### config.mk
export PLATFORM = sky130hd
export DESIGN_NAME = fdma_top
export DESIGN_NICKNAME = d
export VERILOG_FILES = /design/src/hdl/fdma_pkg.sv /design/src/hdl/fdma_burst_engine.sv /design/src/hdl/fdma_wr_port.sv /design/src/hdl/fdma_rd_port.sv /design/src/hdl/fdma_top.sv
export VERILOG_INCLUDE_DIRS = /design/src /design/src/hdl
export SDC_FILE = /design/constraint.sdc
export NUM_CORES = 1
export LEC_CHECK = 0
export ABC_AREA = 0
export BUFFER_PORTS_ARGS = -buffer_cell sky130_fd_sc_hd__buf_2
export CAP_MARGIN = 20
export CORE_MARGIN = 2
export CORE_UTILIZATION = 31
export CTS_CLUSTER_DIAMETER = 50
export CTS_CLUSTER_SIZE = 40
export DETAILED_ROUTE_END_ITERATION = 8
export PLACE_DENSITY = 0.55
export SLEW_MARGIN = 5
export SYNTH_ARGS = -nofsm -noshare
export SYNTH_HDL_FRONTEND = slang
export SYNTH_SLANG_ARGS = --single-unit
### constraint.sdc
create_clock -name M_AXI_ACLK -period 4.75 [get_ports M_AXI_ACLK]
set_input_delay 0.2375 -clock M_AXI_ACLK [delete_from_list [all_inputs] [get_ports M_AXI_ACLK]]
set_output_delay 0.2375 -clock M_AXI_ACLK [all_outputs]
set_load 0.02 [all_outputs]
### src/hdl/fdma_config.svh
`ifndef FDMA_CONFIG_SVH
`define FDMA_CONFIG_SVH

// datapath geometry
`define FDMA_ADDR_W      32      // byte address
`define FDMA_DATA_W      64
`define FDMA_BYTES       8       // bytes per beat
`define FDMA_SIZE_W      16      // command size in beats

// burst limit, INCR bursts never exceed this
`define FDMA_MAX_BURST   16

// fixed AXI fields
`define FDMA_ID_W        3
`define FDMA_AXI_ID      0
`define FDMA_AXI_SIZE    3       // log2 of FDMA_BYTES
`define FDMA_AXI_BURST   2'b01   // INCR
`define FDMA_AXI_CACHE   4'b0010 // normal non-cacheable, non-bufferable

`endif

### src/hdl/fdma_pkg.sv
`include "fdma_config.svh"

package fdma_pkg;

    // user command, one per transfer
    typedef struct packed {
        logic [`FDMA_ADDR_W-1:0] addr;  // start byte address, beat aligned
        logic [`FDMA_SIZE_W-1:0] size;  // beats, at least 1
    } fdma_cmd_t;

    // one planned burst, engine to port
    typedef struct packed {
        logic [`FDMA_ADDR_W-1:0] addr;
        logic [7:0]              len;   // beats minus one
    } fdma_burst_t;

    // AW and AR share the same payload
    typedef struct packed {
        logic [`FDMA_ID_W-1:0]   id;
        logic [`FDMA_ADDR_W-1:0] addr;
        logic [7:0]              len;
        logic [2:0]              size;
        logic [1:0]              burst;
        logic [3:0]              cache;
    } axi_ax_t;

    typedef struct packed {
        logic [`FDMA_DATA_W-1:0]   data;
        logic [`FDMA_DATA_W/8-1:0] strb;
        logic                      last;
    } axi_w_t;

    typedef struct packed {
        logic [`FDMA_DATA_W-1:0] data;
        logic [1:0]              resp;  // not checked
        logic                    last;  // not trusted, beats are counted
    } axi_r_t;

endpackage

### src/hdl/fdma_burst_engine.sv
`timescale 1ns/100ps
`include "fdma_config.svh"

module fdma_burst_engine import fdma_pkg::*; (
    input  logic        M_AXI_ACLK,
    input  logic        fdma_rstart,
    // user command side
    input  logic        req,
    input  fdma_cmd_t   cmd,
    output logic        busy,
    // port side
    output fdma_burst_t burst,
    output logic        burst_valid,
    input  logic        burst_ready,
    input  logic        burst_done
);

    logic                    accept;       // new command taken this cycle
    logic [`FDMA_SIZE_W-1:0] remain;       // beats not yet completed
    logic [8:0]              beats;        // beats in the current burst
    logic [`FDMA_SIZE_W-1:0] remain_next;  // after current burst completes
    logic                    last_burst;
    logic [`FDMA_ADDR_W-1:0] addr_step;    // bytes covered by current burst

    // smaller of left and max burst, as AXI len
    function automatic logic [7:0] plan_len(input logic [`FDMA_SIZE_W-1:0] left);
        logic [`FDMA_SIZE_W-1:0] n;
        begin
            if (left > `FDMA_SIZE_W'(`FDMA_MAX_BURST))
                n = `FDMA_SIZE_W'(`FDMA_MAX_BURST);
            else
                n = left;
            return 8'(n - 1'b1);
        end
    endfunction

    assign accept      = req & ~busy;  // requests while busy are dropped
    assign beats       = {1'b0, burst.len} + 9'd1;
    assign remain_next = remain - `FDMA_SIZE_W'(beats);
    assign last_burst  = (remain_next == '0);
    assign addr_step   = `FDMA_ADDR_W'(beats) * `FDMA_ADDR_W'(`FDMA_BYTES);

    // command lock and burst offer
    always_ff @(posedge M_AXI_ACLK) begin
        if (fdma_rstart) begin
            busy        <= 1'b0;
            burst_valid <= 1'b0;
        end else begin
            if (accept) begin
                busy        <= 1'b1;
                burst_valid <= 1'b1;  // first burst offered next cycle
            end else if (burst_done) begin
                // either release the lock or offer the next burst
                busy        <= ~last_burst;
                burst_valid <= ~last_burst;
            end else if (burst_valid && burst_ready) begin
                burst_valid <= 1'b0;  // port owns it now
            end
        end
    end

    // address and remaining beat tracking
    always_ff @(posedge M_AXI_ACLK) begin
        if (accept) begin
            burst.addr <= cmd.addr;
            burst.len  <= plan_len(cmd.size);
            remain     <= cmd.size;
        end else if (burst_done) begin
            burst.addr <= burst.addr + addr_step;  // next burst follows on
            burst.len  <= plan_len(remain_next);   // don't care on last burst
            remain     <= remain_next;
        end
    end

endmodule

### src/hdl/fdma_wr_port.sv
`timescale 1ns/100ps
`include "fdma_config.svh"

module fdma_wr_port import fdma_pkg::*; (
    input  logic                    M_AXI_ACLK,
    input  logic                    fdma_rstart,
    input  fdma_burst_t             burst,
    input  logic                    burst_valid,
    output logic                    burst_ready,
    output logic                    burst_done,
    output axi_ax_t                 aw,
    output logic                    awvalid,
    input  logic                    awready,
    output axi_w_t                  w,
    output logic                    wvalid,
    input  logic                    wready,
    input  logic                    bvalid,
    output logic                    bready,
    input  logic [`FDMA_DATA_W-1:0] wr_data,
    input  logic                    wr_data_ready,
    output logic                    wr_data_taken
);

    fdma_burst_t cur;      // burst in flight
    logic        active;   // W beats still owed
    logic        b_wait;   // write response outstanding
    logic [7:0]  cnt;      // W beats done in this burst
    logic        w_next;

    assign burst_ready = ~active & ~awvalid & ~b_wait;
    assign w_next      = wvalid & wready;
    assign burst_done  = w_next & w.last;

    always_ff @(posedge M_AXI_ACLK) begin
        if (fdma_rstart) begin
            active  <= 1'b0;
            awvalid <= 1'b0;
            b_wait  <= 1'b0;
        end else begin
            if (burst_valid && burst_ready) begin
                active  <= 1'b1;
                awvalid <= 1'b1;
            end else begin
                if (awvalid && awready)
                    awvalid <= 1'b0;  // payload held until here
                if (burst_done)
                    active <= 1'b0;
            end
            if (burst_done)
                b_wait <= 1'b1;
            else if (bvalid)
                b_wait <= 1'b0;  // resp value ignored
        end
    end

    always_ff @(posedge M_AXI_ACLK) begin
        if (burst_valid && burst_ready) begin
            cur <= burst;
            cnt <= '0;
        end else if (w_next) begin
            cnt <= cnt + 8'd1;
        end
    end

    assign aw = '{id:    `FDMA_ID_W'(`FDMA_AXI_ID),
                  addr:  cur.addr,
                  len:   cur.len,
                  size:  3'(`FDMA_AXI_SIZE),
                  burst: `FDMA_AXI_BURST,
                  cache: `FDMA_AXI_CACHE};

    assign wvalid        = active & wr_data_ready;  // user gates the W channel
    assign w.data        = wr_data;
    assign w.strb        = '1;                      // full beats only
    assign w.last        = (cnt == cur.len) & wvalid;
    assign bready        = 1'b1;
    assign wr_data_taken = w_next;                  // user advances its data

endmodule

### src/hdl/fdma_rd_port.sv
`timescale 1ns/100ps
`include "fdma_config.svh"

module fdma_rd_port import fdma_pkg::*; (
    input  logic                    M_AXI_ACLK,
    input  logic                    fdma_rstart,
    input  fdma_burst_t             burst,
    input  logic                    burst_valid,
    output logic                    burst_ready,
    output logic                    burst_done,
    output axi_ax_t                 ar,
    output logic                    arvalid,
    input  logic                    arready,
    input  axi_r_t                  r,
    input  logic                    rvalid,
    output logic                    rready,
    output logic [`FDMA_DATA_W-1:0] rd_data,
    input  logic                    rd_data_ready,
    output logic                    rd_data_valid
);

    fdma_burst_t cur;
    logic        active;  // R beats still expected
    logic [7:0]  cnt;     // beats accepted so far
    logic        r_next;

    assign burst_ready = ~active & ~arvalid;
    assign rready      = active & rd_data_ready;
    assign r_next      = rvalid & rready;
    assign burst_done  = r_next & (cnt == cur.len);  // own count, not RLAST

    always_ff @(posedge M_AXI_ACLK) begin
        if (fdma_rstart) begin
            active  <= 1'b0;
            arvalid <= 1'b0;
        end else if (burst_valid && burst_ready) begin
            active  <= 1'b1;
            arvalid <= 1'b1;
        end else begin
            if (arvalid && arready)
                arvalid <= 1'b0;
            if (burst_done)
                active <= 1'b0;
        end
    end

    always_ff @(posedge M_AXI_ACLK) begin
        if (burst_valid && burst_ready) begin
            cur <= burst;
            cnt <= '0;
        end else if (r_next) begin
            cnt <= cnt + 8'd1;
        end
    end

    assign ar = '{id:    `FDMA_ID_W'(`FDMA_AXI_ID),
                  addr:  cur.addr,
                  len:   cur.len,
                  size:  3'(`FDMA_AXI_SIZE),
                  burst: `FDMA_AXI_BURST,
                  cache: `FDMA_AXI_CACHE};

    assign rd_data       = r.data;  // straight through
    assign rd_data_valid = r_next;  // one pulse per accepted beat

endmodule

### src/hdl/fdma_top.sv
`timescale 1ns/100ps
`include "fdma_config.svh"

module fdma_top import fdma_pkg::*; (
    input  logic                    M_AXI_ACLK,
    input  logic                    fdma_rstart,
    // user write side
    input  fdma_cmd_t               wr_cmd,
    input  logic                    wr_req,
    output logic                    wr_busy,
    input  logic [`FDMA_DATA_W-1:0] wr_data,
    input  logic                    wr_data_ready,
    output logic                    wr_data_taken,
    // user read side
    input  fdma_cmd_t               rd_cmd,
    input  logic                    rd_req,
    output logic                    rd_busy,
    output logic [`FDMA_DATA_W-1:0] rd_data,
    input  logic                    rd_data_ready,
    output logic                    rd_data_valid,
    // AXI write
    output axi_ax_t                 aw,
    output logic                    awvalid,
    input  logic                    awready,
    output axi_w_t                  w,
    output logic                    wvalid,
    input  logic                    wready,
    input  logic                    bvalid,
    output logic                    bready,
    // AXI read
    output axi_ax_t                 ar,
    output logic                    arvalid,
    input  logic                    arready,
    input  axi_r_t                  r,
    input  logic                    rvalid,
    output logic                    rready
);

    // index 0 write, index 1 read
    fdma_cmd_t   cmd_d         [2];
    logic        req_d         [2];
    logic        busy_d        [2];
    fdma_burst_t burst_d       [2];
    logic        burst_valid_d [2];
    logic        burst_ready_d [2];
    logic        burst_done_d  [2];

    assign cmd_d[0] = wr_cmd;
    assign cmd_d[1] = rd_cmd;
    assign req_d[0] = wr_req;
    assign req_d[1] = rd_req;
    assign wr_busy  = busy_d[0];
    assign rd_busy  = busy_d[1];

    for (genvar d = 0; d < 2; d++) begin : g_dir
        fdma_burst_engine u_engine (
            .M_AXI_ACLK  (M_AXI_ACLK),
            .fdma_rstart (fdma_rstart),
            .req         (req_d[d]),
            .cmd         (cmd_d[d]),
            .busy        (busy_d[d]),
            .burst       (burst_d[d]),
            .burst_valid (burst_valid_d[d]),
            .burst_ready (burst_ready_d[d]),
            .burst_done  (burst_done_d[d])
        );
    end

    fdma_wr_port u_wr_port (
        .M_AXI_ACLK    (M_AXI_ACLK),
        .fdma_rstart   (fdma_rstart),
        .burst         (burst_d[0]),
        .burst_valid   (burst_valid_d[0]),
        .burst_ready   (burst_ready_d[0]),
        .burst_done    (burst_done_d[0]),
        .aw            (aw),
        .awvalid       (awvalid),
        .awready       (awready),
        .w             (w),
        .wvalid        (wvalid),
        .wready        (wready),
        .bvalid        (bvalid),
        .bready        (bready),
        .wr_data       (wr_data),
        .wr_data_ready (wr_data_ready),
        .wr_data_taken (wr_data_taken)
    );

    fdma_rd_port u_rd_port (
        .M_AXI_ACLK    (M_AXI_ACLK),
        .fdma_rstart   (fdma_rstart),
        .burst         (burst_d[1]),
        .burst_valid   (burst_valid_d[1]),
        .burst_ready   (burst_ready_d[1]),
        .burst_done    (burst_done_d[1]),
        .ar            (ar),
        .arvalid       (arvalid),
        .arready       (arready),
        .r             (r),
        .rvalid        (rvalid),
        .rready        (rready),
        .rd_data       (rd_data),
        .rd_data_ready (rd_data_ready),
        .rd_data_valid (rd_data_valid)
    );

endmodule

# After elaboration in Yosys (flattened, before gate mapping)
# Cells that the tools add are included.
# op_classes
addsub,12
n_mul,0
div,0
magnitude_cmp,4
n_eq_ne,2
shifts,0
n_mux,38
bitwise_logic,21
n_reduce_logical,15
# ops
operator,count
$mux 40,4
$mux 8,10
$add 32x12->32,2
$gt 16x5->1 const B,4
$mux 16,4
$logic_not 16->1,2
$sub 16x9->16,2
$sub 8x1->8 const B,4
$mux 1,20
$add 8x1->9 const B,2
$add 8x1->8 const B,2
$eq 8x8->1,2
$reduce_bool 2->1,7
$and 1x1->1,12
$not 1->1,9
$reduce_bool 3->1,2
$logic_and 1x1->1,4
# totals
reg_bits,217
latch_bits,0
ram_bits,0
rom_bits,0
inputBits,238
out_inout_bits,250
wordCells,113
memories,0

# Longest topological paths before layout
# logic_depth
word_depth,9
ltp_mapped,20
depth_no_buf,19

# Cells and area by module
# From an unflattened synthesis, not the netlist that was laid out.
# unflattened
hier_cells,1216
area_unflattened_um2,12839.8
# by_module_without_submodules
module,n_inst,cells_each,area_each_um2,seq_area_each_um2
fdma_burst_engine (g_dir[1].u_engine),1,428,4041.4,1721.7
fdma_burst_engine (g_dir[0].u_engine),1,414,4026.4,1721.7
fdma_wr_port,1,195,2453.6,1421.4
fdma_rd_port,1,179,2318.5,1401.3

# Worst setup path after synthesis
# Ideal clock, no wire load.
# synth_path
path_kind,register to register
from,register g_dir[0].u_engine.burst[0] (netlist name)
to,register g_dir[0].u_engine.burst[4] (netlist name)
setup_ps,266
t_arrival_ps,3540
required_ps,4484
slack_ps,945
path_stages_with_launch,17
path_buffers,0
synth_period_minus_slack_ps,3805
cell_sequence,edfxtp_1 -> ha_1 -> inv_1 -> fa_1 -> a21o_1 -> and4_4 -> or3_1 -> nand2_1 -> o211ai_1 -> nor4_2 -> nand4b_2 -> nor3_2 -> a22oi_1 -> ha_1 -> nand2_1 -> a31oi_1 -> xor2_1
# synth_via
elab_chain_len,9
# synth_rtl
item,line,source
$add 8x1->9 (*),fdma_burst_engine.sv:38,"assign beats = {1'b0, burst.len} + 9'd1;"
$sub 16x9->16 (*),fdma_burst_engine.sv:39,assign remain_next = remain - `FDMA_SIZE_W'(beats);
$gt 16x5->1,fdma_burst_engine.sv:29,if (left > `FDMA_SIZE_W'(`FDMA_MAX_BURST))
$mux 8 (*),fdma_burst_engine.sv:29,
$mux 8 (*),fdma_burst_engine.sv:68,end else if (burst_done) begin
$mux 8 (*),fdma_burst_engine.sv:64,if (accept) begin
$sub 8x1->8 (*),fdma_burst_engine.sv:33,return 8'(n - 1'b1);
$mux 40 (*),fdma_burst_engine.sv:68,
$mux 40 (*),fdma_burst_engine.sv:64,
# Every way passes the cells marked *; elsewhere a longest branch is shown, timed or not. The select of a mux whose other input is x is not followed.
# A chain may end at the register's enable or synchronous reset.

# Final worst setup path
# layout_path
from,register g_dir[1].u_engine.burst[0] (netlist name)
to,register g_dir[1].u_engine.burst[4] (netlist name)
# layout_via
elab_chain_len,9
# layout_rtl
item,line
$add 8x1->9 (*),fdma_burst_engine.sv:38
$sub 16x9->16 (*),fdma_burst_engine.sv:39
$gt 16x5->1,fdma_burst_engine.sv:29
$mux 8 (*),fdma_burst_engine.sv:29
$mux 8 (*),fdma_burst_engine.sv:68
$mux 8 (*),fdma_burst_engine.sv:64
$sub 8x1->8 (*),fdma_burst_engine.sv:33
$mux 40 (*),fdma_burst_engine.sv:68
$mux 40 (*),fdma_burst_engine.sv:64
# Marked as above.

==> out/results.txt <==
CTS max path bufs: 3
Post-Syn Area per Cell: 10.4 sq um
H-tree lvl count: 2
Period minus WS final: 4.34 ns
Placed Instances: 1772
Post-Syn Area: 12500 sq um
RSZ-0062 raised after global routing: false
Pre-CTS setup slack: 0.434 ns
Layout net count: 1641
CP max FO: 5
Height of the die: 205 um
Slowest Stage Delay on Critical Path: 0.44 ns
Hold crit path type: primary input to register
RePlAce Congestion: 0.860
DP Area: 13000 sq um
WS Path Type: register to register
Outcome: finished clean
Std-Cell Rows: 73
Peak supply drop: 204 uV
Area of the multi-input gates: 4880 sq um
Vias: 8760
Vias in the first global route: 8743
First-pass GRT wire length: 51700 um
Final ANT Viol Nets: 0
Total negative slack: 0 ns
Largest net degree at the start of global routing: 66
EDFF count, synth: 192
Postcts setup bufs: 0
Critical Path Sink Type: register
Core area: 39700 sq um
Synthesized flop and latch total: 217
Period utilization: 91.4%
Final setup margin: 0.410 ns
Gr usage total: 16.4%
# clock sinks: 217
Fin. Hold Viols: 0
Crit path top cell by count: ha_1
Ports: 488
Die area: 41900 sq um
CTS Buf Count: 35
Final hold slack: 0.0388 ns
TritonCTS clock tree: done
Pwr Total: 5.84 mW
Vias per inst: 4.59
Arr. time, crit path: 4.62 ns
Share of cells above drive strength 1: 21.5%
Slew at the pin closest to its max-slew limit: 0.801 ns
Hpwl dp: 26200 um
YS warnings: 0
Slew HR: 46.4%
Clk root buf: clkbuf_16
Syn Inst Count: 1198
Die Span X: 205 um
Filler cell count: 3967
CP Launch Type: register
Synth cell types: 71
CP Data Required Time: 5.03 ns
Leakage: 5.91 nW
Post-Route WL: 34500 um
Crit-path slowest cell: edfxtp_1
Initial antenna violation count: 0
Drt first pass iters: 5
Setup Viol. Count Final: 0
Clk slew on worst S/H paths: 0.06 ns
Post-layout util: 37.6%
Initial Utilization: 31.4%
Register area: 6270 sq um
Top achievable clock speed: 230 MHz
Maxcap violations: 0
# DRC: 0
Area growth, synth to finish: 19.7%
DR iter-0 viols: 353
Clk_skew: 0.0377 ns
Fin area: 14900 sq um
Sequential area share after synthesis: 50.2%
Slew Viols, Final: 0
R2R depth: 19
Grt total ovfl: 0
Fin cells: 1909
FFs w/ async S/R, synth: 0%
Post-DR wirelength/cell: 18.1 um
Clk_lat worst skew: 0.54 ns
Ys flop type: edfxtp_1
Hold path depth: 3
Port Buffers: 195
Pwr dens: 391 nW/um^2
CP Cell Sequence: ha_1 > nand3_1 > nor2_1 > xor2_1 > inv_1 > ha_1 > a21oi_1 > nand2_1 > o21ai_2 > nand4b_1 > xnor2_1 > nor4_2 > and3_2 > nand2_1 > nor2_1 > a21oi_1 > ha_1 > o2111a_2 > o21bai_1
[placed cells by master (no fill, tap or decap), types with 18 or more instances in the layout]
cell	instances
xnor2_1	50
xor2_1	74
conb_1	33
nand3_1	35
nor2_1	86
ha_1	42
buf_2	195
clkbuf_16	36
and3_1	18
dfxtp_1	25
inv_1	43
edfxtp_1	192
o21ai_0	69
nand2_1	146
a21oi_1	59
dlygate4sd3_1	72
[worst max-delay path, delay by kind of cell (launching register included)]
kind	cells	cell delay, ns
DFF	1	0.44
and+or+nand+nor	8	1.31
xor gates and xnor gates	2	0.45
adders and majority gates	3	0.82
AOI/OAI and AO/OA	5	0.96
buffers and inverters	1	0.08
[final cells by class]
type,count,area share [%]
clock inverters,22,1.63
multi-input cells,779,32.6
clock buffers,41,6.29
repair buffers,278,12.0
flip-flops and latches,217,41.9
well taps,525,4.39
diodes,1,0.0167
inverters,46,1.16
[routing by layer]
| layer | vias up | part of all wire, % | GRT usage [%] |
|---|---|---|---|
| met5 | - | 0 | 0 |
| met4 | 0 | 3.9 | 6.91 |
| met1 | 4059 | 38 | 17.7 |
| li1 | 4323 | - | - |
| met3 | 91 | 12 | 8.88 |
| met2 | 287 | 47 | 26.7 |
[power by group]
| part | switching (mW) | total, mW | leakage (nW) | internal, mW |
|---|---|---|---|---|
| registers | 0.0900 | 2.35 | 1.99 | 2.26 |
| logic | 0.544 | 0.908 | 3.35 | 0.365 |
| clock network | 1.01 | 2.58 | 0.571 | 1.57 |
| total | 1.64 | 5.84 | 5.91 | 4.20 |
[Yosys cell counts, drive strengths merged, types with 6 or more instances]
| cell | count | share of area [%] |
|---|---|---|
| nor2b | 10 | 0.50 |
| xor2 | 74 | 5.2 |
| and3 | 19 | 0.96 |
| nand2 | 148 | 4.4 |
| edfxtp | 192 | 46 |
| buf | 161 | 9.7 |
| and2 | 10 | 0.50 |
| nand3 | 35 | 1.4 |
| clkbuf | 26 | 0.78 |
| dfxtp | 25 | 4.0 |
| nor3 | 14 | 0.69 |
| nand2b | 11 | 0.55 |
| o21ai | 73 | 3.0 |
| nand4 | 10 | 0.50 |
| o21bai | 6 | 0.36 |
| nor4 | 11 | 0.65 |
| o211ai | 7 | 0.42 |
| inv | 45 | 1.4 |
| xnor2 | 50 | 3.5 |
| ha | 42 | 4.2 |
| a21o | 12 | 0.72 |
| a21oi | 61 | 2.6 |
| nor2 | 87 | 2.6 |
[cells by family (layout without fill, tap and decap cells)]
kind of cell	Yosys count	after routing	synth area share, %
buf+inv	233	387	11.8
mux	2	2	0.170
other cells	2	34	0.0601
flops	217	217	50.2
compound gates	196	196	9.79
fa+ha+maj	46	46	4.85
simple gates	378	378	14.4
xor+xnor	124	124	8.70
[state kept, by name, indices dropped and copies added (netlist names)]
name / cells
u_wr_port.aw: 40
u_wr_port.active: 1
u_rd_port.cnt: 8
g_dir.u_engine.remain: 32
u_rd_port.active: 1
u_wr_port.awvalid: 1
g_dir.u_engine.burst_valid: 2
u_rd_port.ar: 40
u_wr_port.cnt: 8
u_rd_port.arvalid: 1
u_wr_port.b_wait: 1
g_dir.u_engine.busy: 2
g_dir.u_engine.burst: 80
[final timing paths]
| kind | startpoint | to | slack (ns) |
|---|---|---|---|
| setup / recovery | g_dir[1].u_engine.burst[0] | g_dir[1].u_engine.burst[4] | 0.41 |
| hold / removal | rd_cmd[31] | g_dir[1].u_engine.burst[23] | 0.04 |
| setup reg to reg | g_dir[1].u_engine.burst[0] | g_dir[1].u_engine.burst[4] | 0.41 |
| hold reg to reg | g_dir[1].u_engine.burst[9] | u_rd_port.ar[18] | 0.42 |
[timing repair]
item / 4_1_cts / 5_1_grt
hold buffers: 72 / 0
hold endpoints to repair: 74 / 0
endpoints found under the setup margin: 0 / 2
gates resized for setup: 0 / 1
(Power assumes the default switching activity.)
